**src/hdl/biu_pkg.sv**
```systemverilog
// bus interface unit shared types
// request, response and sequencer control for the 8088 style bus

package biu_pkg;

   localparam int ADDR_W = 20;  // physical address
   localparam int DATA_W = 16;  // core data word
   localparam int BYTE_W = 8;   // multiplexed bus lane

   // core request, one transfer of a byte or a word
   typedef struct packed {
      logic [ADDR_W-1:0] addr;
      logic [DATA_W-1:0] wdata;
      logic              write;
      logic              io;
      logic              byte_op;
   } bus_req_t;

   // completion returned for every request
   typedef struct packed {
      logic [DATA_W-1:0] rdata;
      logic              was_write;
   } bus_rsp_t;

   // sequencer to datapath strobes
   typedef struct packed {
      logic load_req;    // capture accepted request
      logic drive_addr;  // address phase on ad
      logic drive_data;  // write data phase on ad
      logic byte_idx;    // 0 low byte, 1 high byte
      logic cap_byte;    // sample ad_i into selected byte
   } dp_ctrl_t;

   typedef enum logic [2:0] {
      TS_IDLE,
      TS_T1,
      TS_T2,
      TS_T3,
      TS_T4,
      TS_HOLD
   } tstate_e;

   typedef enum logic [1:0] {
      CYC_MEM,
      CYC_IO,
      CYC_INTA
   } cycle_kind_e;

endpackage
```
**src/hdl/biu_8088.sv**
```systemverilog
// 8088 bus interface unit top
// core request/response side to the multiplexed 8-bit bus

`timescale 1ns/10ps

module biu_8088
   import biu_pkg::*;
(
   input  logic              clk,
   input  logic              rst,
   // core side
   input  logic              req_valid_i,
   input  bus_req_t          req_i,
   output logic              req_ready_o,
   output logic              rsp_valid_o,
   output bus_rsp_t          rsp_o,
   input  logic              rsp_ready_i,
   output logic              vec_valid_o,
   output logic [BYTE_W-1:0] vec_o,
   input  logic              vec_ready_i,
   // bus side
   input  logic              ready_i,
   input  logic              hold_i,
   input  logic              intr_i,
   input  logic [BYTE_W-1:0] ad_i,
   output logic [ADDR_W-1:0] a_o,
   output logic [BYTE_W-1:0] ad_o,
   output logic              ad_oe_o,
   output logic              ale_o,
   output logic              rd_n_o,
   output logic              wr_n_o,
   output logic              den_n_o,
   output logic              dtr_o,
   output logic              iom_o,
   output logic              inta_n_o,
   output logic              hlda_o,
   output logic              bus_float_o
);

   logic              bus_idle;
   logic              hold_req;
   logic              inta_req;
   logic              inta_cycle_done;
   logic              inta_second;
   logic              rsp_write;
   dp_ctrl_t          dp_ctrl;
   cycle_kind_e       cycle_kind;
   logic [DATA_W-1:0] rdata;

   assign rsp_o = '{rdata: rdata, was_write: rsp_write};

   bus_cycle_fsm u_fsm (
      .clk(clk), .rst(rst),
      .req_valid_i(req_valid_i), .req_io_i(req_i.io),
      .req_write_i(req_i.write), .req_byte_i(req_i.byte_op),
      .rsp_ready_i(rsp_ready_i), .hold_req_i(hold_req),
      .inta_req_i(inta_req), .ready_i(ready_i),
      .req_ready_o(req_ready_o), .rsp_valid_o(rsp_valid_o),
      .rsp_write_o(rsp_write), .bus_idle_o(bus_idle),
      .dp_ctrl_o(dp_ctrl), .cycle_kind_o(cycle_kind),
      .inta_cycle_done_o(inta_cycle_done), .inta_second_o(inta_second),
      .ale_o(ale_o), .rd_n_o(rd_n_o), .wr_n_o(wr_n_o), .den_n_o(den_n_o),
      .dtr_o(dtr_o), .iom_o(iom_o), .inta_n_o(inta_n_o)
   );

   bus_datapath u_dp (
      .clk(clk), .rst(rst),
      .req_i(req_i), .dp_ctrl_i(dp_ctrl), .cycle_kind_i(cycle_kind),
      .ad_i(ad_i), .bus_float_i(bus_float_o),
      .a_o(a_o), .ad_o(ad_o), .ad_oe_o(ad_oe_o), .rdata_o(rdata)
   );

   hold_arbiter u_hold (
      .clk(clk), .rst(rst),
      .hold_i(hold_i), .bus_idle_i(bus_idle),
      .hold_req_o(hold_req), .hlda_o(hlda_o), .bus_float_o(bus_float_o)
   );

   intr_ack_ctrl u_inta (
      .clk(clk), .rst(rst),
      .intr_i(intr_i),
      .inta_cycle_done_i(inta_cycle_done), .inta_second_i(inta_second),
      .vec_byte_i(rdata[BYTE_W-1:0]),  // vector lands in the low byte
      .vec_ready_i(vec_ready_i),
      .inta_req_o(inta_req), .vec_valid_o(vec_valid_o), .vec_o(vec_o)
   );

endmodule

```
**src/hdl/intr_ack_ctrl.sv**
```systemverilog
// interrupt acknowledge control
// latches intr, requests the two inta cycles, holds the vector for the core

`timescale 1ns/10ps

module intr_ack_ctrl
   import biu_pkg::*;
(
   input  logic              clk,
   input  logic              rst,
   input  logic              intr_i,
   input  logic              inta_cycle_done_i,
   input  logic              inta_second_i,
   input  logic [BYTE_W-1:0] vec_byte_i,
   input  logic              vec_ready_i,
   output logic              inta_req_o,
   output logic              vec_valid_o,
   output logic [BYTE_W-1:0] vec_o
);

   logic              intr_q;
   logic              pending_q;
   logic              vec_valid_q;
   logic [BYTE_W-1:0] vec_q;
   logic              intr_rise;
   logic              ack_done;

   assign intr_rise = intr_i & ~intr_q;
   assign ack_done  = inta_cycle_done_i & inta_second_i;  // T4 of second cycle

   always_ff @(posedge clk or negedge rst) begin
      if (!rst) begin
         intr_q      <= 1'b0;
         pending_q   <= 1'b0;
         vec_valid_q <= 1'b0;
      end else begin
         intr_q <= intr_i;
         if (intr_rise)
            pending_q <= 1'b1;
         else if (ack_done)
            pending_q <= 1'b0;
         if (ack_done)
            vec_valid_q <= 1'b1;
         else if (vec_valid_q && vec_ready_i)
            vec_valid_q <= 1'b0;
      end
   end

   always_ff @(posedge clk) begin
      if (ack_done)
         vec_q <= vec_byte_i;
   end

   assign inta_req_o  = pending_q & ~vec_valid_q;  // one vector outstanding at most
   assign vec_valid_o = vec_valid_q;
   assign vec_o       = vec_q;

   a_vec_hold: assert property (@(posedge clk) disable iff (!rst)
      vec_valid_o && !vec_ready_i |=> vec_valid_o && $stable(vec_o));

endmodule

```
**src/hdl/hold_arbiter.sv**
```systemverilog
// hold request synchronizer and hlda grant
// floats the bus only between bus cycles

`timescale 1ns/10ps

module hold_arbiter (
   input  logic clk,
   input  logic rst,
   input  logic hold_i,
   input  logic bus_idle_i,
   output logic hold_req_o,
   output logic hlda_o,
   output logic bus_float_o
);

   typedef enum logic [1:0] {
      GR_RELEASED,
      GR_WAITING,  // hold seen, bus still busy
      GR_GRANTED
   } grant_e;

   logic   hold_s1_q;
   logic   hold_s2_q;
   grant_e grant_q;

   always_ff @(posedge clk or negedge rst) begin
      if (!rst) begin
         hold_s1_q <= 1'b0;
         hold_s2_q <= 1'b0;
         grant_q   <= GR_RELEASED;
      end else begin
         hold_s1_q <= hold_i;
         hold_s2_q <= hold_s1_q;
         case (grant_q)
            GR_RELEASED: if (hold_s2_q) grant_q <= bus_idle_i ? GR_GRANTED : GR_WAITING;
            GR_WAITING: begin
               if (!hold_s2_q)
                  grant_q <= GR_RELEASED;  // hold withdrawn before grant
               else if (bus_idle_i)
                  grant_q <= GR_GRANTED;
            end
            GR_GRANTED: if (!hold_s2_q) grant_q <= GR_RELEASED;
            default: grant_q <= GR_RELEASED;
         endcase
      end
   end

   assign hold_req_o  = hold_s2_q;
   assign hlda_o      = (grant_q == GR_GRANTED);
   assign bus_float_o = (grant_q == GR_GRANTED);

   a_hlda_idle: assert property (@(posedge clk) disable iff (!rst)
      $rose(hlda_o) |-> $past(bus_idle_i));

endmodule

```
**src/hdl/bus_datapath.sv**
```systemverilog
// bus datapath
// address and write data registers, ad multiplexing, read byte assembly

`timescale 1ns/10ps

module bus_datapath
   import biu_pkg::*;
(
   input  logic              clk,
   input  logic              rst,
   input  bus_req_t          req_i,
   input  dp_ctrl_t          dp_ctrl_i,
   input  cycle_kind_e       cycle_kind_i,
   input  logic [BYTE_W-1:0] ad_i,
   input  logic              bus_float_i,
   output logic [ADDR_W-1:0] a_o,
   output logic [BYTE_W-1:0] ad_o,
   output logic              ad_oe_o,
   output logic [DATA_W-1:0] rdata_o
);

   logic [ADDR_W-1:0] addr_q;
   logic [DATA_W-1:0] wdata_q;
   logic              byte_op_q;
   logic [BYTE_W-1:0] lo_q;
   logic [BYTE_W-1:0] hi_q;
   logic [BYTE_W-1:0] wr_byte;

   // request payload
   always_ff @(posedge clk) begin
      if (dp_ctrl_i.load_req) begin
         addr_q    <= req_i.addr;
         wdata_q   <= req_i.wdata;
         byte_op_q <= req_i.byte_op;
      end
   end

   // read byte capture
   always_ff @(posedge clk or negedge rst) begin
      if (!rst) begin
         lo_q <= '0;
         hi_q <= '0;
      end else if (dp_ctrl_i.cap_byte) begin
         if (dp_ctrl_i.byte_idx)
            hi_q <= ad_i;
         else
            lo_q <= ad_i;
      end
   end

   assign a_o = addr_q + ADDR_W'(dp_ctrl_i.byte_idx);  // addr, then addr+1

   assign wr_byte = dp_ctrl_i.byte_idx ? wdata_q[DATA_W-1:BYTE_W] : wdata_q[BYTE_W-1:0];
   assign ad_o    = dp_ctrl_i.drive_addr ? a_o[BYTE_W-1:0] : wr_byte;
   assign ad_oe_o = (dp_ctrl_i.drive_addr | dp_ctrl_i.drive_data) & ~bus_float_i;

   always_comb begin
      if (cycle_kind_i == CYC_INTA)
         rdata_o = {{BYTE_W{1'b0}}, lo_q};  // vector byte
      else if (byte_op_q)
         rdata_o = {{BYTE_W{lo_q[BYTE_W-1]}}, lo_q};  // sign extend for the core
      else
         rdata_o = {hi_q, lo_q};
   end

   // sequencer never asks for the bus while it is granted away
   a_float_quiet: assert property (@(posedge clk) disable iff (!rst)
      bus_float_i |-> !dp_ctrl_i.drive_addr && !dp_ctrl_i.drive_data);

endmodule

```
**src/hdl/bus_cycle_fsm.sv**
```systemverilog
// bus cycle sequencer
// runs T1..T4 byte cycles, splits words, arbitrates hold, acknowledge and core requests

`timescale 1ns/10ps

module bus_cycle_fsm
   import biu_pkg::*;
(
   input  logic        clk,
   input  logic        rst,
   input  logic        req_valid_i,
   input  logic        req_io_i,
   input  logic        req_write_i,
   input  logic        req_byte_i,
   input  logic        rsp_ready_i,
   input  logic        hold_req_i,
   input  logic        inta_req_i,
   input  logic        ready_i,
   output logic        req_ready_o,
   output logic        rsp_valid_o,
   output logic        rsp_write_o,
   output logic        bus_idle_o,
   output dp_ctrl_t    dp_ctrl_o,
   output cycle_kind_e cycle_kind_o,
   output logic        inta_cycle_done_o,
   output logic        inta_second_o,
   output logic        ale_o,
   output logic        rd_n_o,
   output logic        wr_n_o,
   output logic        den_n_o,
   output logic        dtr_o,
   output logic        iom_o,
   output logic        inta_n_o
);

   tstate_e     state_q;
   cycle_kind_e kind_q;
   logic        write_q;
   logic        byte_q;
   logic        byte_cnt_q;  // byte of the word in progress
   logic        second_q;    // second acknowledge cycle
   logic        rsp_valid_q;
   logic        accept;
   logic        start_inta;
   logic        last_byte;
   logic        strobe_ph;   // T2 and T3
   logic        in_cycle;

   // no new work while a response waits, hold still wins
   assign req_ready_o = (state_q == TS_IDLE) & ~hold_req_i & ~inta_req_i & ~rsp_valid_q;
   assign start_inta  = (state_q == TS_IDLE) & ~hold_req_i & inta_req_i & ~rsp_valid_q;
   assign accept      = req_valid_i & req_ready_o;
   assign last_byte   = byte_q | byte_cnt_q;

   always_ff @(posedge clk or negedge rst) begin
      if (!rst) begin
         state_q     <= TS_IDLE;
         kind_q      <= CYC_MEM;
         write_q     <= 1'b0;
         byte_q      <= 1'b0;
         byte_cnt_q  <= 1'b0;
         second_q    <= 1'b0;
         rsp_valid_q <= 1'b0;
      end else begin
         if (rsp_valid_q && rsp_ready_i)
            rsp_valid_q <= 1'b0;
         case (state_q)
            TS_IDLE: begin
               if (hold_req_i) begin
                  state_q <= TS_HOLD;
               end else if (start_inta) begin
                  state_q    <= TS_T1;
                  kind_q     <= CYC_INTA;
                  write_q    <= 1'b0;
                  byte_q     <= 1'b1;
                  byte_cnt_q <= 1'b0;
                  second_q   <= 1'b0;
               end else if (accept) begin
                  state_q    <= TS_T1;
                  kind_q     <= req_io_i ? CYC_IO : CYC_MEM;
                  write_q    <= req_write_i;
                  byte_q     <= req_byte_i;
                  byte_cnt_q <= 1'b0;
               end
            end
            TS_T1: state_q <= TS_T2;
            TS_T2: state_q <= TS_T3;
            TS_T3: if (ready_i) state_q <= TS_T4;  // wait states
            TS_T4: begin
               if (kind_q == CYC_INTA) begin
                  if (second_q) begin
                     state_q <= TS_IDLE;
                  end else begin
                     state_q  <= TS_T1;  // acknowledge pair stays atomic
                     second_q <= 1'b1;
                  end
               end else if (last_byte) begin
                  state_q     <= TS_IDLE;
                  rsp_valid_q <= 1'b1;
               end else begin
                  state_q    <= TS_T1;  // high byte at addr+1
                  byte_cnt_q <= 1'b1;
               end
            end
            TS_HOLD: if (!hold_req_i) state_q <= TS_IDLE;
            default: state_q <= TS_IDLE;
         endcase
      end
   end

   assign strobe_ph  = (state_q == TS_T2) | (state_q == TS_T3);
   assign bus_idle_o = (state_q == TS_IDLE) | (state_q == TS_HOLD);
   assign in_cycle   = ~bus_idle_o;

   // bus strobes
   assign ale_o    = (state_q == TS_T1);
   assign rd_n_o   = ~(strobe_ph & ~write_q & (kind_q != CYC_INTA));
   assign wr_n_o   = ~(strobe_ph & write_q);
   assign inta_n_o = ~(strobe_ph & (kind_q == CYC_INTA));
   assign den_n_o  = ~strobe_ph;
   assign dtr_o    = in_cycle & write_q;
   assign iom_o    = in_cycle & (kind_q != CYC_MEM);

   always_comb begin
      dp_ctrl_o.load_req   = accept;
      dp_ctrl_o.drive_addr = (state_q == TS_T1);
      dp_ctrl_o.drive_data = write_q & (strobe_ph | (state_q == TS_T4));
      dp_ctrl_o.byte_idx   = byte_cnt_q;
      dp_ctrl_o.cap_byte   = (state_q == TS_T3) & ready_i & ~write_q;
   end

   assign cycle_kind_o      = kind_q;
   assign inta_cycle_done_o = (state_q == TS_T4) & (kind_q == CYC_INTA);
   assign inta_second_o     = second_q;
   assign rsp_valid_o       = rsp_valid_q;
   assign rsp_write_o       = write_q;

   a_rd_wr_excl: assert property (@(posedge clk) disable iff (!rst)
      !(!rd_n_o && !wr_n_o));

   // ale marks T1 only, always followed by T2
   a_ale_t1: assert property (@(posedge clk) disable iff (!rst)
      ale_o |=> (state_q == TS_T2));

endmodule

```
**config.mk**
```make
export PLATFORM = sky130hd
export DESIGN_NAME = biu_8088
export DESIGN_NICKNAME = d
export VERILOG_FILES = /design/src/hdl/biu_pkg.sv /design/src/hdl/biu_8088.sv /design/src/hdl/intr_ack_ctrl.sv /design/src/hdl/hold_arbiter.sv /design/src/hdl/bus_datapath.sv /design/src/hdl/bus_cycle_fsm.sv
export SDC_FILE = /design/constraint.sdc
export NUM_CORES = 1
export LEC_CHECK = 0
export BUFFER_PORTS_ARGS = -buffer_cell sky130_fd_sc_hd__buf_2
export CAP_MARGIN = 20
export CELL_PAD_IN_SITES_DETAIL_PLACEMENT = 0
export CELL_PAD_IN_SITES_GLOBAL_PLACEMENT = 1
export CORE_ASPECT_RATIO = 1.4
export CORE_MARGIN = 1.5
export CORE_UTILIZATION = 35
export DETAILED_ROUTE_END_ITERATION = 12
export PLACE_DENSITY = 0.84
export REMOVE_ABC_BUFFERS = 1
export SYNTH_ARGS = -nofsm -noshare
export SYNTH_HDL_FRONTEND = slang
export SYNTH_SLANG_ARGS = --single-unit
```
**constraint.sdc**
```tcl
create_clock -name clk -period 3 [get_ports clk]
set_input_delay 0.6 -clock clk [delete_from_list [all_inputs] [get_ports clk]]
set_output_delay 0.6 -clock clk [all_outputs]
set_load 0.05 [all_outputs]
```
==> run_results.csv, run 1 <==
group,metric,value,unit
worst_setup_path,cp_max_fo,4,
final_layout,stdcell_area,0.004422,mm2
place,pre_cts_ws,0.4200,ns
routing,met3WireLength,524,um
routing,dr_wl_met2,3838,um
timing,post-route-min-period,2.818,ns
synth,synth_xor_area_share,4.868,%
cts,cts_buffer_depth,2,
worst_setup_path,max_stage_delay,0.36,ns
hold_path,hp-class,"input port to asynchronous set/reset pin",
timing,setup_viol,0,
timing,fin_crit_sh,93.95,%
global_route,grt_overflow,0,
routing,met1_length,2979,um
timing,final-hold-violation-count,0,
worst_setup_path,start_kind,"flip-flop",
synth,syn_area_per_cell,13.00,um2
routing,routed_wl,7443,um
routing,drt_iter0_markers,90,
global_route,grt_pass1_vias,2324,
run,cap_violations,0,
cts,cts_sinks,78,
routing,ant_nets,0,
synth,yosysWarningCount,0,
cts,clk_transition_reported_paths,0.06,ns
floorplanning,die-area,0.01038,mm2
floorplanning,row_count,42,
cts,htree_num_levels,3,
worst_setup_path,path_cells,"ha_1 -> ha_1 -> nand4_1 -> nor3_2 -> nand2_1 -> xnor2_1 -> buf_2",
place,place_congestion,0.8471,
worst_setup_path,cp_common_cell,"ha_1",
synth,synth_cells,263,
routing,drtPass1Iterations,4,
timing,clock.fmax,354.8,MHz
floorplanning,die_h,119.9,um
routing,highest_layer,"met4",
worst_setup_path,crit_type,"flip-flop to output port",
routing,drc_errors,0,
synth,synth_compound_area_share,6.149,%
floorplanning,start_util,36.14,%
global_route,grt_first_pass_wirelength,11540,um
power,ir_worst_vdd,0.4772,mV
synth,synth_top_family_by_area,"simple AND/OR/NAND/NOR gates",
final_layout,nNetsFinal,446,
floorplanning,fp.dieW,86.52,um
timing,worst_slew_pin_slew,0.7423,ns
timing,tns,0,ns
power,p_per_area,854.3,mW/mm2
synth,synthMuxAreaShare,7.906,%
cts,cts_hold_buffers,0,
cts,cts_tree,"yes",
final_layout,final_cell_mix,"120 x buf_2, 45 x edfxtp_1, 33 x dfrtp_1",
synth,synthSimpleGateAreaFrac,14.06,%
cts,clockRootBuffer,"clkbuf_16",
final_layout,finalNonFillerCells,504,
worst_setup_path,crit_arrival,2.22,ns
synth,synth_seq_area_share,63.69,%
global_route,grt_antenna_before_repair,0,
global_route,grt.total_usage,14.96,%
cts,numCtsBuffers,9,
floorplanning,pin_count,121,
worst_setup_path,slowest_stage,"dfrtp_1",
synth,synth_area,0.003418,mm2
floorplanning,coreArea,0.009459,mm2
timing,slew_headroom,50.51,%
final_layout,syn_to_final_growth,29.36,%
routing,num_vias,2441,
timing,setup_slack,0.1816,ns
worst_setup_path,end_kind,"output port",
place,port_buffers,120,
global_route,grt_max_degree,36,
run_status,status,"finished clean",
power,leakage,1.909,nW
place,place_area,0.004143,mm2
place,dp_cells,488,
final_layout,antenna_cells,0,
synth,yosys.cell_types.count,37,
synth,ys_ff_latch,78,
final_layout,drive_above_1_share,41.12,%
routing,wl_per_cell,14.77,um
cts,clk-insertion-delay-late,0.33,ns
synth,synthAdderAreaFrac,0.7321,%
timing,rsz0062_at_grt,"false",
worst_setup_path,crit_required,2.40,ns
place,hpwlAfterDp,5492,um
timing,skew,0.005997,ns
final_layout,mostFrequentLayoutCell,"buf_2",
timing,report.final.slew_viol_count,0,
routing,vias_per_cell,4.843,
==> cell families after synthesis <==
kind of cell / after synthesis
and+or+nand+nor: 86
DFF: 78
AOI/OAI and AO/OA: 34
muxes: 25
xor gates and xnor gates: 19
buffers and inverters: 19
adders and majority gates: 2
==> registers in the layout, summed over array words and instances (netlist names) <==
| register | flops |
|---|---|
| u_fsm.state_q | 3 |
| u_fsm.byte_q | 1 |
| u_inta.vec_valid_o | 1 |
| u_fsm.inta_second_o | 1 |
| u_fsm.cycle_kind_o | 2 |
| u_dp.addr_q | 20 |
| u_inta.intr_q | 1 |
| u_fsm.rsp_write_o | 1 |
| u_hold.hold_s1_q | 1 |
| u_inta.vec_o | 8 |
| u_dp.wdata_q | 16 |
| u_dp.lo_q | 8 |
| u_fsm.byte_cnt_q | 1 |
| u_hold.hold_req_o | 1 |
| u_dp.hi_q | 8 |
| u_fsm.rsp_valid_o | 1 |
| u_hold.grant_q | 2 |
| u_inta.pending_q | 1 |
| u_dp.byte_op_q | 1 |
==> power by group <==
| part | internal (mW) | total [mW] | switching (mW) |
|---|---|---|---|
| Clock | 0.575 | 0.974 | 0.399 |
| Combinational | 0.373 | 1.39 | 1.02 |
| Sequential | 1.28 | 1.41 | 0.131 |
| Total | 2.23 | 3.78 | 1.55 |
==> cell usage after synthesis <==
master / number / share of area [%]
or3_1: 1 / 0.18
nand3_1: 11 / 1.6
xnor2_1: 12 / 3.1
nor4_2: 2 / 0.73
ha_1: 2 / 0.73
mux2i_1: 9 / 2.6
inv_1: 10 / 1.1
o32a_1: 1 / 0.29
and2_1: 1 / 0.18
a21oi_1: 11 / 1.6
nor3_1: 9 / 1.3
nand2b_1: 9 / 1.6
nand4_1: 4 / 0.73
nor4b_4: 1 / 0.70
o21a_1: 2 / 0.44
nand2b_4: 1 / 0.40
nor2_1: 17 / 1.9
nor2b_1: 6 / 1.1
edfxtp_1: 45 / 40
xor2_1: 7 / 1.8
nor3b_1: 1 / 0.22
dfrtp_1: 33 / 24
a22oi_1: 1 / 0.22
nor4_4: 1 / 0.62
and3_1: 2 / 0.37
a22o_1: 3 / 0.77
o21ai_0: 10 / 1.5
nand2_1: 19 / 2.1
o22ai_1: 1 / 0.18
a32o_1: 1 / 0.29
a21o_1: 4 / 0.88
buf_4: 3 / 0.66
clkbuf_1: 1 / 0.11
mux2_1: 1 / 0.33
buf_2: 5 / 0.73
mux2_2: 15 / 4.9
nor3_2: 1 / 0.29
==> final timing paths <==
| path | from | end | slack, ns | depth (start not counted) |
|---|---|---|---|---|
| worst max-delay path | u_fsm.byte_cnt_q | a_o[16] | 0.18 | 7 |
| max in group asynchronous | rst | u_hold.grant_q[0] | 2.19 | 1 |
| worst max register to register | u_fsm.state_q[1] | u_dp.addr_q[16] | 0.85 | 4 |
| worst min register to register | u_hold.hold_s1_q | u_hold.hold_req_o | 0.35 | 0 |
| min in group clk | u_hold.hold_s1_q | u_hold.hold_req_o | 0.35 | 0 |
| worst min-delay path | rst | u_dp.hi_q[3] | 0.33 | 1 |
==> worst max-delay path, delay by kind of cell, from the launching register on <==
family,cells,cell delay (ns)
buffers and inverters,1,0.28
AND/OR/NAND/NOR,3,0.68
flip-flops,1,0.36
adder cells (fa/ha/maj),2,0.43
XOR/XNOR,1,0.14
==> layout make-up <==
cell class	instances	area, um2
clock buffers	11	242.7
clock inverters	5	26.28
fillers	880	5037
inverters	10	37.54
multi-input cells	166	1170
flip-flops and latches	78	2177
well taps	110	137.6
repair buffers	124	630.6
==> routing by layer <==
layer,GRT usage [%],vias to the layer above
li1,-,1195
met1,17.67,1142
met2,25.54,96
met3,3.714,8
met4,6.351,0
met5,0,-
==> per-stage QoR <==
stage / power (mW) / utilization [%] / hold WS [ns]
global route: 3.965 / 46.75 / 0.3556
CTS: 3.833 / 46.64 / 0.3444
global placement: 2.824 / 43.80 / 0.3353
floorplan: 2.480 / - / 0.3044
detailed placement: 2.839 / 43.80 / 0.3418
finish: 3.778 / 46.75 / 0.3300
==> repair_timing <==
item / CTS / global route
endpoints found under the setup margin: 0 / 3
setup buffers: 0 / 0
resized for setup: 0 / 2
Power figures use the tool's default switching activity.
==> run 2: changes to the inputs <==
==> constraint.sdc (replaced) <==
create_clock -name clk -period 3 [get_ports clk]
set_input_delay 0.6 -clock clk [delete_from_list [all_inputs] [get_ports clk]]
set_output_delay 0.6 -clock clk [all_outputs]
set_load 0.1 [all_outputs]
==> run 2 against run 1 <==
Core utilization rose by 4.3 points. Register-to-register slack got worse by 0.02 ns. Power rose by 28%. Global-route usage rose by 0.27 points. Sequential cell count did not move. Cell area rose by 9.2%. Via count rose by 2.2%. Setup slack got worse by 0.047 ns. Non-clock buffer count did not move.
==> run_results.csv, run 2 (synthesis gave the netlist of run 1 again) <==
group,metric,value,unit
timing,fin_crit_sh,95.53,%
worst_setup_path,cp_max_fo,4,
cts,clockRootBuffer,"clkbuf_16",
worst_setup_path,cp_common_cell,"ha_1",
cts,cts_tree,"yes",
timing,slew_headroom,48.88,%
global_route,grt.total_usage,15.23,%
final_layout,reg_top3,"u_dp.addr_q: 20 flops, u_dp.wdata_q: 16 flops",
power,power,4.822,mW
floorplanning,start_util,36.14,%
global_route,grt_pass1_vias,2460,
routing,drtPass1Iterations,4,
final_layout,nNetsFinal,446,
routing,ant_nets,0,
worst_setup_path,end_kind,"output port",
routing,wl_per_cell,14.89,um
cts,numCtsBuffers,9,
floorplanning,row_count,42,
routing,drt_iter0_markers,101,
global_route,grt_antenna_before_repair,0,
routing,num_vias,2494,
worst_setup_path,slowest_stage,"dfrtp_1",
timing,clock.fmax,348.9,MHz
worst_setup_path,start_kind,"flip-flop",
cts,cts_buffer_depth,2,
power,ir_worst_vdd,0.6048,mV
final_layout,mostFrequentLayoutCell,"buf_2",
hold_path,hp-class,"input port to asynchronous set/reset pin",
timing,setup_viol,0,
floorplanning,pin_count,121,
cts,post_cts_buffers,0,
run_status,status,"finished clean",
place,port_buffers,120,
final_layout,final_cell_mix,"97 x buf_2, 45 x edfxtp_1, 33 x dfrtp_1",
place,dp_cells,488,
timing,final-hold-violation-count,0,
worst_setup_path,crit_arrival,2.27,ns
cts,clk-insertion-delay-late,0.33,ns
timing,report.final.slew_viol_count,0,
worst_setup_path,crit_required,2.40,ns
timing,worst_slew_pin_slew,0.7667,ns
global_route,grt_max_degree,36,
final_layout,regMostFlops,"u_dp.addr_q",
final_layout,syn_to_final_growth,41.22,%
cts,cts_sinks,78,
global_route,grt_first_pass_wirelength,11990,um
cts,cts-resized-gates,0,
worst_setup_path,timing.rr.start,"u_fsm.state_q[1]",
power,p_per_area,998.9,mW/mm2
worst_setup_path,critPathLaunch,"u_fsm.byte_cnt_q",
timing,setup_slack,0.1342,ns
cts,clk_transition_reported_paths,0.06,ns
worst_setup_path,path_cells,"ha_1 -> ha_1 -> nand4_1 -> nor2_1 -> xor2_1 -> a21o_1 -> buf_12",
power,leakage,2.062,nW
cts,cts_hold_buffers,0,
place,hpwlAfterDp,5608,um
cts,htree_num_levels,3,
routing,drc_errors,0,
final_layout,antenna_cells,0,
floorplanning,fp.dieW,86.52,um
floorplanning,coreArea,0.009459,mm2
final_layout,largest_reg_flops,20,
floorplanning,die_h,119.9,um
worst_setup_path,crit_type,"flip-flop to output port",
worst_setup_path,max_stage_delay,0.36,ns
final_layout,fillers,844,
floorplanning,die-area,0.01038,mm2
global_route,grt_overflow,0,
place,pre_cts_ws,0.4050,ns
timing,skew,0.005562,ns
timing,post-route-min-period,2.866,ns
final_layout,drive_above_1_share,41.12,%
final_layout,finalNonFillerCells,504,
place,place_congestion,0.8324,
routing,routed_wl,7505,um
routing,vias_per_cell,4.948,
run,cap_violations,0,
==> run 2: cell count changes in the layout (fill, tap and decap cells not counted), sizes merged <==
| cell | before | now |
|---|---|---|
| bufinv | 0 | 2 |
| clkinv | 4 | 3 |
| clkinvlp | 1 | 0 |
==> run 2: metal layers <==
layer	GRT usage (%)	vias up	wire length (um)
li1	-	1191	-
met1	18.99	1205	3188
met2	24.80	88	3789
met3	4.195	10	394
met4	6.048	0	133
met5	0	-	0
==> run 2: final timing paths <==
kind	end	slack, ns	depth (start not counted)
setup / recovery	ad_o[6]	0.13	7
hold / removal	u_dp.lo_q[5]	0.35	1
setup reg to reg	u_dp.addr_q[13]	0.83	4
hold reg to reg	u_hold.hold_req_o	0.35	0
max in group asynchronous	u_hold.grant_q[0]	2.16	1
min in group clk	u_hold.hold_req_o	0.35	0
==> run 2: report_power, final <==
group	total (mW)	leakage (nW)	internal (mW)	switching, mW
logic	2.26	1.09	0.499	1.77
registers	1.42	0.819	1.28	0.135
clock network	1.14	0.155	0.744	0.398
total	4.82	2.06	2.52	2.30
==> run 2: worst max-delay path, delay by kind of cell, from the launching register on <==
kind / cells / cell delay [ns]
AO/OA/AOI/OAI: 1 / 0.21
XOR/XNOR: 1 / 0.31
adder cells (fa/ha/maj): 2 / 0.41
buffers and inverters: 1 / 0.18
flip-flops: 1 / 0.36
AND/OR/NAND/NOR: 2 / 0.47
==> run 2: stage by stage <==
stage	utilization (%)	hold slack (ns)	cell area, um2	TNS [ns]
floorplan	-	0.3044	3367	-38.62
global placement	47.45	0.3349	4488	0
detailed placement	47.45	0.3347	4488	0
CTS	50.78	0.3478	4803	0
global route	51.03	0.3610	4827	-0.01230
finish	51.03	0.3460	4827	0
==> run 2: area by class of cell <==
class                   count  area (um2)  area share (%)
clock buffers              11       242.7           5.029
multi-input cells         166        1184           24.52
flip-flops and latches     78        2177           45.10
clock inverters             5       72.57           1.503
inverters                  10       37.54          0.7776
repair buffers            124       975.9           20.22
well taps                 110       137.6           2.851
